===== src/message.hex =====
// one character per line in hex, 04 ends the message
48
69
20
74
68
65
72
65
04


===== src/playback_pkg.sv =====
// text playback shared definitions
// byte width, memory sizes, serial bit timing, the stop character
// and the playback controller states
package playback_pkg;

    // serial byte and frame
    localparam int DATA_W       = 8;
    localparam int CLKS_PER_BIT = 16;            // kept small for simulation
    localparam int CLK_CNT_W    = $clog2(CLKS_PER_BIT);
    localparam int FRAME_BITS   = DATA_W + 2;    // start, data, stop

    // message memory
    localparam int MSG_DEPTH = 64;
    localparam int MSG_AW    = 6;

    // capture buffer
    localparam int CAP_DEPTH = 256;
    localparam int CAP_AW    = 8;
    localparam int CNT_W     = CAP_AW + 1;       // room for a full count of 256

    // end of message marker
    localparam logic [DATA_W-1:0] STOP_CHAR = 8'h04;

    // playback controller states
    typedef enum logic [2:0] {
        IDLE,
        MSG_READ,    // message byte on the ROM output
        MSG_SEND,    // message byte going out
        CAP_READ,    // captured byte on the buffer output
        CAP_SEND,    // captured byte going out
        DONE
    } ctrl_state_t;

endpackage

===== src/text_playback_top.sv =====
// text playback top level
// message ROM and capture buffer side by side,
// the playback controller sends either one over the serial line
`timescale 1ns/1ps

module text_playback_top (
    input  logic                              CLK100MHZ,
    input  logic                              rst,
    input  logic                              rxd,
    input  logic                              play_msg,
    input  logic                              play_capture,
    output logic                              txd,
    output logic                              tx_busy,
    output logic                              rx_busy,
    output logic [playback_pkg::CNT_W-1:0]    bytes_loaded
);

    logic [playback_pkg::MSG_AW-1:0] msg_addr;
    logic [playback_pkg::DATA_W-1:0] msg_byte;
    logic [playback_pkg::CAP_AW-1:0] cap_addr;
    logic [playback_pkg::DATA_W-1:0] cap_byte;
    logic                            cap_clear;

    message_rom u_msg_rom (
        .CLK100MHZ (CLK100MHZ),
        .msg_addr  (msg_addr),
        .msg_byte  (msg_byte)
    );

    capture_buffer u_cap_buf (
        .CLK100MHZ (CLK100MHZ),
        .rst       (rst),
        .rxd       (rxd),
        .cap_addr  (cap_addr),
        .cap_clear (cap_clear),
        .cap_byte  (cap_byte),
        .cap_count (bytes_loaded),  // count goes straight out
        .rx_busy   (rx_busy)
    );

    playback_ctrl u_ctrl (
        .CLK100MHZ    (CLK100MHZ),
        .rst          (rst),
        .play_msg     (play_msg),
        .play_capture (play_capture),
        .msg_byte     (msg_byte),
        .cap_byte     (cap_byte),
        .cap_count    (bytes_loaded),
        .msg_addr     (msg_addr),
        .cap_addr     (cap_addr),
        .cap_clear    (cap_clear),
        .txd          (txd),
        .tx_busy      (tx_busy)
    );

endmodule


===== src/playback_ctrl.sv =====
// playback controller
// walks the message ROM up to the stop character or the capture buffer
// up to its count and feeds each byte to the serial transmitter
`timescale 1ns/1ps

module playback_ctrl (
    input  logic                              CLK100MHZ,
    input  logic                              rst,
    input  logic                              play_msg,
    input  logic                              play_capture,
    input  logic [playback_pkg::DATA_W-1:0]   msg_byte,
    input  logic [playback_pkg::DATA_W-1:0]   cap_byte,
    input  logic [playback_pkg::CNT_W-1:0]    cap_count,
    output logic [playback_pkg::MSG_AW-1:0]   msg_addr,
    output logic [playback_pkg::CAP_AW-1:0]   cap_addr,
    output logic                              cap_clear,
    output logic                              txd,
    output logic                              tx_busy
);

    playback_pkg::ctrl_state_t state;
    playback_pkg::ctrl_state_t state_nxt;

    logic [playback_pkg::MSG_AW:0]   msg_ptr;  // extra bit marks the end of the ROM
    logic [playback_pkg::CNT_W-1:0]  cap_ptr;
    logic                            tx_send;
    logic [playback_pkg::DATA_W-1:0] tx_data;
    logic                            msg_end;

    assign msg_addr = msg_ptr[playback_pkg::MSG_AW-1:0];
    assign cap_addr = cap_ptr[playback_pkg::CAP_AW-1:0];
    assign msg_end  = (msg_ptr == (playback_pkg::MSG_AW + 1)'(playback_pkg::MSG_DEPTH));
    assign tx_data  = (state == playback_pkg::CAP_READ) ? cap_byte : msg_byte;

    uart_tx u_tx (
        .CLK100MHZ (CLK100MHZ),
        .rst       (rst),
        .tx_send   (tx_send),
        .tx_data   (tx_data),
        .txd       (txd),
        .tx_busy   (tx_busy)
    );

    always_comb begin
        state_nxt = state;
        tx_send   = 1'b0;
        case (state)
            playback_pkg::IDLE: begin
                if (play_msg) begin
                    state_nxt = playback_pkg::MSG_READ;  // message has priority
                end else if (play_capture) begin
                    state_nxt = playback_pkg::CAP_READ;
                end
            end
            playback_pkg::MSG_READ: begin
                if (msg_byte == playback_pkg::STOP_CHAR) begin
                    state_nxt = playback_pkg::DONE;
                end else if (!tx_busy) begin
                    tx_send   = 1'b1;
                    state_nxt = playback_pkg::MSG_SEND;
                end
            end
            playback_pkg::MSG_SEND: begin
                if (!tx_busy) begin
                    state_nxt = msg_end ? playback_pkg::DONE : playback_pkg::MSG_READ;
                end
            end
            playback_pkg::CAP_READ: begin
                if (cap_ptr == cap_count) begin
                    state_nxt = playback_pkg::DONE;  // also covers an empty buffer
                end else if (!tx_busy) begin
                    tx_send   = 1'b1;
                    state_nxt = playback_pkg::CAP_SEND;
                end
            end
            playback_pkg::CAP_SEND: begin
                if (!tx_busy) begin
                    state_nxt = playback_pkg::CAP_READ;
                end
            end
            playback_pkg::DONE: state_nxt = playback_pkg::IDLE;
            default:            state_nxt = playback_pkg::IDLE;
        endcase
    end

    always_ff @(posedge CLK100MHZ) begin
        if (rst) begin
            state     <= playback_pkg::IDLE;
            msg_ptr   <= '0;
            cap_ptr   <= '0;
            cap_clear <= 1'b0;
        end else begin
            state <= state_nxt;
            // high during DONE only after a capture replay
            cap_clear <= (state == playback_pkg::CAP_READ) && (state_nxt == playback_pkg::DONE);
            if (state == playback_pkg::DONE) begin
                msg_ptr <= '0;
                cap_ptr <= '0;
            end else if (tx_send && state == playback_pkg::MSG_READ) begin
                msg_ptr <= msg_ptr + 1'b1;  // next read runs while this byte shifts out
            end else if (tx_send && state == playback_pkg::CAP_READ) begin
                cap_ptr <= cap_ptr + 1'b1;
            end
        end
    end

endmodule


===== src/capture_buffer.sv =====
// capture buffer
// receives bytes from the serial line and stores them in arrival order,
// keeps the byte count and serves a separate registered read port
`timescale 1ns/1ps

module capture_buffer (
    input  logic                              CLK100MHZ,
    input  logic                              rst,
    input  logic                              rxd,
    input  logic [playback_pkg::CAP_AW-1:0]   cap_addr,
    input  logic                              cap_clear,
    output logic [playback_pkg::DATA_W-1:0]   cap_byte,
    output logic [playback_pkg::CNT_W-1:0]    cap_count,
    output logic                              rx_busy
);

    logic [playback_pkg::DATA_W-1:0] mem [playback_pkg::CAP_DEPTH];
    logic [playback_pkg::DATA_W-1:0] rx_byte;
    logic                            rx_strobe;
    logic [playback_pkg::CAP_AW-1:0] wr_ptr;
    logic                            full;
    logic                            wr_en;

    uart_rx u_rx (
        .CLK100MHZ (CLK100MHZ),
        .rst       (rst),
        .rxd       (rxd),
        .rx_byte   (rx_byte),
        .rx_strobe (rx_strobe),
        .rx_busy   (rx_busy)
    );

    assign full  = (cap_count == playback_pkg::CNT_W'(playback_pkg::CAP_DEPTH));
    assign wr_en = rx_strobe && !full && !cap_clear;  // clear wins over a write

    always_ff @(posedge CLK100MHZ) begin
        if (rst || cap_clear) begin
            wr_ptr    <= '0;
            cap_count <= '0;
        end else if (wr_en) begin
            wr_ptr    <= wr_ptr + 1'b1;
            cap_count <= cap_count + 1'b1;
        end
    end

    always_ff @(posedge CLK100MHZ) begin
        if (wr_en) begin
            mem[wr_ptr] <= rx_byte;
        end
        cap_byte <= mem[cap_addr];  // replay side
    end

endmodule


===== src/message_rom.sv =====
// message memory
// registered-read ROM holding the text to play back,
// loaded from message.hex at start-up
`timescale 1ns/1ps

module message_rom (
    input  logic                              CLK100MHZ,
    input  logic [playback_pkg::MSG_AW-1:0]   msg_addr,
    output logic [playback_pkg::DATA_W-1:0]   msg_byte
);

    logic [playback_pkg::DATA_W-1:0] mem [playback_pkg::MSG_DEPTH];

    initial begin
        // entries past the end of the file read as stop
        for (int i = 0; i < playback_pkg::MSG_DEPTH; i++) begin
            mem[i] = playback_pkg::STOP_CHAR;
        end
        $readmemh("/design/src/message.hex", mem);
    end

    always_ff @(posedge CLK100MHZ) begin
        msg_byte <= mem[msg_addr];  // one cycle read latency
    end

endmodule


===== src/uart_tx.sv =====
// serial transmitter
// frames one byte as start bit, 8 data bits lsb first and stop bit,
// each held for one bit time
`timescale 1ns/1ps

module uart_tx (
    input  logic                              CLK100MHZ,
    input  logic                              rst,
    input  logic                              tx_send,
    input  logic [playback_pkg::DATA_W-1:0]   tx_data,
    output logic                              txd,
    output logic                              tx_busy
);

    logic [playback_pkg::FRAME_BITS-1:0]         frame;    // shifts out from bit 0
    logic [playback_pkg::CLK_CNT_W-1:0]          clk_cnt;
    logic [$clog2(playback_pkg::FRAME_BITS)-1:0] bit_cnt;
    logic                                        bit_end;

    assign bit_end = (clk_cnt == playback_pkg::CLK_CNT_W'(playback_pkg::CLKS_PER_BIT - 1));

    always_ff @(posedge CLK100MHZ) begin
        if (rst) begin
            tx_busy <= 1'b0;
            clk_cnt <= '0;
            bit_cnt <= '0;
        end else if (!tx_busy) begin
            clk_cnt <= '0;
            bit_cnt <= '0;
            if (tx_send) begin
                tx_busy <= 1'b1;
            end
        end else if (bit_end) begin
            clk_cnt <= '0;
            if (bit_cnt == playback_pkg::FRAME_BITS - 1) begin
                tx_busy <= 1'b0;  // stop bit done
            end else begin
                bit_cnt <= bit_cnt + 1'b1;
            end
        end else begin
            clk_cnt <= clk_cnt + 1'b1;
        end
    end

    always_ff @(posedge CLK100MHZ) begin
        if (tx_send && !tx_busy) begin
            frame <= {1'b1, tx_data, 1'b0};
        end else if (tx_busy && bit_end) begin
            frame <= {1'b1, frame[playback_pkg::FRAME_BITS-1:1]};
        end
    end

    assign txd = tx_busy ? frame[0] : 1'b1;  // line idles high

endmodule


===== src/uart_rx.sv =====
// serial receiver
// synchronises the line, finds the start bit, samples 8 data bits
// lsb first at the bit centres and strobes out bytes with a good stop bit
`timescale 1ns/1ps

module uart_rx (
    input  logic                              CLK100MHZ,
    input  logic                              rst,
    input  logic                              rxd,
    output logic [playback_pkg::DATA_W-1:0]   rx_byte,
    output logic                              rx_strobe,
    output logic                              rx_busy
);

    logic rx_meta;
    logic rx_sync;
    logic rx_prev;                                          // for edge detect
    logic [playback_pkg::CLK_CNT_W-1:0]        clk_cnt;
    logic [$clog2(playback_pkg::DATA_W+3)-1:0] bit_idx;   // 0 start, 9 stop, 10 tail
    logic [playback_pkg::DATA_W-1:0]           shift;
    logic                                      bit_end;

    assign bit_end = (clk_cnt == playback_pkg::CLK_CNT_W'(playback_pkg::CLKS_PER_BIT - 1));

    always_ff @(posedge CLK100MHZ) begin
        if (rst) begin
            rx_meta <= 1'b1;  // idle line is high
            rx_sync <= 1'b1;
            rx_prev <= 1'b1;
        end else begin
            rx_meta <= rxd;
            rx_sync <= rx_meta;
            rx_prev <= rx_sync;
        end
    end

    always_ff @(posedge CLK100MHZ) begin
        if (rst) begin
            rx_busy   <= 1'b0;
            rx_strobe <= 1'b0;
            clk_cnt   <= '0;
            bit_idx   <= '0;
        end else begin
            rx_strobe <= 1'b0;
            if (!rx_busy) begin
                if (rx_prev && !rx_sync) begin
                    rx_busy <= 1'b1;
                    bit_idx <= '0;
                    // first sample lands half a bit in
                    clk_cnt <= playback_pkg::CLK_CNT_W'(playback_pkg::CLKS_PER_BIT / 2);
                end
            end else if (bit_end) begin
                clk_cnt <= '0;
                bit_idx <= bit_idx + 1'b1;
                if (bit_idx == 0 && rx_sync) begin
                    rx_busy <= 1'b0;  // line back high so no start bit
                end else if (bit_idx == playback_pkg::DATA_W + 1) begin
                    rx_strobe <= rx_sync;  // framing error drops the byte
                    clk_cnt   <= playback_pkg::CLK_CNT_W'(playback_pkg::CLKS_PER_BIT / 2);
                end else if (bit_idx == playback_pkg::DATA_W + 2) begin
                    rx_busy <= 1'b0;  // end of stop bit
                end
            end else begin
                clk_cnt <= clk_cnt + 1'b1;
            end
        end
    end

    // data path, shifts in lsb first
    always_ff @(posedge CLK100MHZ) begin
        if (rx_busy && bit_end && bit_idx != 0 && bit_idx <= playback_pkg::DATA_W) begin
            shift <= {rx_sync, shift[playback_pkg::DATA_W-1:1]};
        end
        if (rx_busy && bit_end && bit_idx == playback_pkg::DATA_W + 1) begin
            rx_byte <= shift;
        end
    end

endmodule


===== config.mk =====
export PLATFORM = sky130hd
export DESIGN_NAME = text_playback_top
export DESIGN_NICKNAME = d
export VERILOG_FILES = /design/src/playback_pkg.sv /design/src/text_playback_top.sv /design/src/playback_ctrl.sv /design/src/capture_buffer.sv /design/src/message_rom.sv /design/src/uart_tx.sv /design/src/uart_rx.sv
export SDC_FILE = /design/constraint.sdc
export NUM_CORES = 2
export LEC_CHECK = 0
export BUFFER_PORTS_ARGS = -buffer_cell sky130_fd_sc_hd__buf_2
export CELL_PAD_IN_SITES_DETAIL_PLACEMENT = 0
export CELL_PAD_IN_SITES_GLOBAL_PLACEMENT = 1
export CORE_ASPECT_RATIO = 0.7
export CORE_MARGIN = 5
export CORE_UTILIZATION = 51
export DETAILED_ROUTE_END_ITERATION = 8
export GPL_TIMING_DRIVEN = 0
export PLACE_DENSITY = 0.72
export SLEW_MARGIN = 20
export SYNTH_ARGS = -nofsm -noshare
export SYNTH_HDL_FRONTEND = slang
export SYNTH_SLANG_ARGS = --single-unit

===== constraint.sdc =====
create_clock -name CLK100MHZ -period 4.34 [get_ports CLK100MHZ]
set_clock_uncertainty 0.1 [all_clocks]
set_input_delay 0.651 -clock CLK100MHZ [delete_from_list [all_inputs] [get_ports CLK100MHZ]]
set_output_delay 0.651 -clock CLK100MHZ [all_outputs]
set_load 0.005 [all_outputs]

* After elaboration in Yosys (flattened, before gate mapping)
Memories as Yosys holds them, arrays and structs flattened. A register that Yosys moved wholly into a read port is not among the register bits. Cells that the tools add are included.
Cells by class: add/subtract/negate cells 8, magnitude comparators 1, eq/ne operators 16, muxes and demuxes 38, bitwise logic cells 6, reduce and logical (&&, ||, !) cells 30
Operators with widths (count):
- 2-to-1 mux 4 bit | 8
- 2-to-1 mux 3 bit | 9
- equality test 4 bit (second input constant) | 5
- adder 9 x 1 -> 9 bit (second input constant) | 2
- 2-to-1 mux 9 bit | 2
- adder 4 x 1 -> 4 bit (second input constant) | 4
- 2-to-1 mux 1 bit | 16
- one-hot mux 3 bit (5 select lines) | 1
- logical AND 1 bit | 13
- equality test 3 bit (second input constant) | 3
- equality test 9 bit | 1
- equality test 9 bit (second input constant) | 1
- adder 8 x 1 -> 8 bit (second input constant) | 1
- equality test 8 x 3 -> 1 bit (second input constant) | 1
- 2-to-1 mux 8 bit | 1
- adder 7 x 1 -> 7 bit (second input constant) | 1
- equality test 7 bit (second input constant) | 1
- equality test 3 x 2 -> 1 bit (second input constant) | 2
- inverter 1 bit | 6
- AND reduction 2 bit | 3
- OR reduction 5 bit | 1
- less-or-equal comparator 4 bit (second input constant) | 1
- zero test 1 bit | 4
- zero test 4 bit | 1
- other kinds (9) | 11
Word-level totals: flip-flop bits (word level) 92, RAM bits 2048, input port bits 5, output and inout bits 12, logic and storage cells 121, memories kept 1
Memory list:
- u_cap_buf.mem | depth 256, bits a word 8, read ports 1, clocked after memory_dff 1, write ports 1, line capture_buffer.sv:17 | logic [playback_pkg::DATA_W-1:0] mem [playback_pkg::CAP_DEPTH];

* Longest topological paths before layout
depth after elaboration 6, depth in mapped cells 12, mapped depth without buffers 8

* Hierarchy
From an unflattened synthesis, not the netlist that was laid out.
Second synthesis, totals: cells, all modules 4152, area, all modules 83689.0 um^2
By module, submodules not included:
- capture_buffer | times used 1, cells each 3809, area each 80181.9 um^2, seq. area each 61999.5 um^2
- playback_ctrl | times used 1, cells each 172, area each 1502.7 um^2, seq. area each 400.4 um^2
- uart_rx | times used 1, cells each 91, area each 1143.6 um^2, seq. area each 740.7 um^2
- uart_tx | times used 1, cells each 70, area each 793.3 um^2, seq. area each 440.4 um^2
- message_rom | times used 1, cells each 10, area each 67.6 um^2, seq. area each 0.0 um^2

* Least setup slack after synthesis
No wires, ideal clock.
path kind register to register, start point reg u_cap_buf.u_rx.rx_byte[0] (netlist bit), end point mem u_cap_buf.mem[0][0] (netlist bit) (data pin), setup time 0.817 ns, arrival 3.228 ns, data required time 3.423 ns, slack 0.194 ns, cell stages (with the launch flop) 1, path buffers 0, period minus slack after synthesis 4.146 ns, cell sequence edfxtp_1
RTL lines:
- from (decl) | line uart_rx.sv:10 | output logic [playback_pkg::DATA_W-1:0] rx_byte,
- from (signal assigned) | line uart_rx.sv:75 | rx_byte <= shift;
- to (decl) | line capture_buffer.sv:17
Straight into the memory's write port.

==> results.ini <==
[logic_synthesis]
yosysSeqAreaShare_pct=75.6
synth_seq_cells=2140
synth_edf_count=2072
ys.flop_type=edfxtp_1
synth_warnings=0
postSynthAreaPerCell_um2=20.3
synth_area_um2=84100
synthCells=4136
ys_async_sr_fraction_pct=0
netlist-cell-type-count=80
synth_nets=4157

[grt]
grt_pass1_wl_um=432000
grt_pass1_vias=44830
overflow=0
antenna_found_initial=28
grtUsageTotal_pct=38.5
grt_max_degree=29

[hold_path]
hold_end=u_ctrl.state[1]$_SDFF_PP0_
hold_path_depth=5
hp-class=in -> reg
min-delay-start=play_msg

[sta]
fmax_mhz=213
drv_slew=0
hold_viol_final=0
final.setup.tns_ns=-9.86
period_needed_ns=4.70
setup_ws_ns=-0.363
tightest_slew_ns=1.33
final-setup-viol-count=141
grt_setup_unrepaired=true
maxSlewHeadroom_pct=10.7
min_period_over_period_pct=108

[place]
dp_hpwl_um=226000
port_buffers=16
dpl_worst_slack_ns=-1.72
dpl_cell_area_um2=89300
place_congestion=1.05

[final_layout]
area.growth.synth_to_final_pct=14.2
nNetsFinal=4509
filler_cell_count=11880
seqCellArea_um2=63600
drive_above_1_share_pct=23.5
layout_commonest_cell=edfxtp_1
final_cell_mix=2,072 x edfxtp_1, 355 x mux4_2, 278 x nor2_1
final_core_util_pct=58.7
final_design_area_no_fill_um2=96100
multi_input_area_um2=18900

[route]
wirelength_um=336000
postRouteAntennaNets=0
num_vias=50513
drt-initial-drc-count=11192
viasPerCell=7.34
drc_errors=0
routedWlPerCell_um=48.9
drt_first_pass_iters=7

[worst_setup_path]
path_max_fanout=10
path_class=reg -> reg
cp-start-kind=flip-flop
rrSetupSlack_ns=-0.36
r2r_cells=9
endpoint_kind=flip-flop
worstPathRequired_ns=4.92
worstReg2RegStart=u_ctrl.cap_ptr[3]$_SDFFE_PP0P_
cp-startpoint=u_ctrl.cap_ptr[3]$_SDFFE_PP0P_
worstPathArrival_ns=5.29
reg2reg_to=u_cap_buf.cap_byte[2]$_DFF_P_

[floorplanning]
rows=124
die_width_um=495
die-area_um2=173000
die_y_um=350
core-area_um2=164000
io_pins=17
start_util_pct=51.4

[status]
violations=negative setup slack
status=finished with violations

[clocking]
cts_tree=yes
htreeDepth=4
clock_latency_ns=0.87
clk_path_buf_depth=3
clk_pin_slew_ns=0.07
cts_made_buffers=192
root_buffer=clkbuf_16
cts_sinks=2140

[run]
max_cap_violations=0

[power]
power.total_mw=39.1
ir_drop_mv=0.449
power_density_nw_per_um2=407
power_leakage_nw=29.4

## critical path, cell delays in order, from the launching register on
cell,delay [ns]
dfxtp_1,0.32
buf_2,0.39
nor2b_1,0.26
buf_2,0.54
buf_2,0.63
clkbuf_4,0.56
a222oi_1,0.19
o21ai_0,0.63
nand2_1,0.23
o2bb2ai_1,0.58
## worst max path at each step
stage | to | cells after the start
2_1_floorplan | u_cap_buf.mem[0][0]$_DFFE_PP_ | 0
3_3_place_gp | u_cap_buf.mem[106][1]$_DFFE_PP_ | 0
3_5_place_dp | u_cap_buf.cap_byte[2]$_DFF_P_ | 9
4_1_cts | u_cap_buf.cap_byte[2]$_DFF_P_ | 11
5_1_grt | u_cap_buf.mem[199][1]$_DFFE_PP_ | 8
6_report | u_cap_buf.cap_byte[2]$_DFF_P_ | 9
## sequential cells by signal (all words and copies together) (netlist names), 7 cells and up
name,cells
u_cap_buf.cap_byte,8
u_ctrl.msg_ptr,7
u_cap_buf.mem,2048
u_ctrl.u_tx.frame,9
u_cap_buf.cap_count,9
u_cap_buf.u_rx.shift,8
u_cap_buf.u_rx.rx_byte,8
u_cap_buf.wr_ptr,8
u_ctrl.cap_ptr,9
## metal layers
metal / vias up / GRT usage, % / share of wire [%]
met3: 912 / 22.4 / 19
met1: 26342 / 53.1 / 36
met4: 17 / 18.8 / 5.8
met2: 5296 / 48.4 / 38
li1: 17946 / - / -
met5: - / 1.24 / 0.15
## cells in the mapped netlist (6+ instances only)
cell       number  area, um^2
a221oi_1       44         385
o22ai_1        26         163
edfxtp_1     2072       62200
xnor2_1        25         219
nor3_1         12        60.1
a2111oi_0       6        52.6
nor2_1        343        1290
nand2_1        79         297
a31oi_1        19         119
xor2_1          9        78.8
buf_12         23         460
dfxtp_1        68        1360
o21ai_0        33         165
o21ai_1        15        75.1
and2_1          9        56.3
a22o_1          9        78.8
a21oi_1       119         596
clkbuf_1       81         304
buf_1           6        22.5
mux4_1         94        2470
nand3_1        63         315
clkbuf_8       19         262
a311oi_1        6        52.6
a221oi_2        6        90.1
buf_8          18         270
a21o_1          7        52.6
mux2i_1       173        1730
o211ai_1        6        45.0
inv_1          20        75.1
and3_1          6        37.5
buf_6          14         158
nor2b_1        20         125
a211oi_1       16         120
mux4_2        355        8000
or2_2           6        37.5
clkbuf_4        8        60.1
a22oi_1        88         661
o221ai_1       20         175
ha_1           16         200
buf_2          57         285
buf_4          23         173
nand4_1        22         138
## cell type report
type	instances	share of cell area [%]
Buffer	249	2.38
Clock buffer	263	5.33
Antenna cell	25	0.0651
Tap cell	2205	2.87
Multi-Input combinational cell	1724	19.6
Sequential cell	2140	66.2
Inverter	22	0.0859
Timing Repair Buffer	159	2.57
Clock inverter	95	0.897
## logic make-up (layout without fill, tap and decap cells)
| group | after synthesis | in the layout | synth area share (%) |
|---|---|---|---|
| AO/OA/AOI/OAI | 458 | 458 | 3.78 |
| adder cells (fa/ha/maj) | 16 | 16 | 0.238 |
| AND/OR/NAND/NOR | 593 | 593 | 3.08 |
| flip-flops | 2140 | 2140 | 75.6 |
| multiplexers | 623 | 623 | 14.5 |
| other | 0 | 25 | 0 |
| buffers and inverters | 272 | 788 | 2.47 |
| XOR/XNOR | 34 | 34 | 0.354 |
## per-stage QoR
step                cells  hold WS (ns)
floorplan            4136         0.289
global placement     6357         0.293
detailed placement   6485         0.293
CTS                  6845         0.115
global route         6857         0.208
finish               6882         0.148
## power by group
group	internal, mW	total, mW	switching, mW
combinational	0.0187	0.0559	0.0372
clock	8.86	16.8	7.93
sequential	22.3	22.3	0.00512
total	31.2	39.1	7.97
## timing repair
| action | in CTS | in global routing |
|---|---|---|
| setup endpoints to repair | 263 | 385 |
| pin swaps | 3 | 4 |
| endpoints found under the hold margin | 1 | 0 |
| hold buffers | 1 | 0 |
| resized for setup | 138 | 49 |
| buffers inserted | 2 | 8 |
No activity file was read; power rests on OpenSTA's default activity.
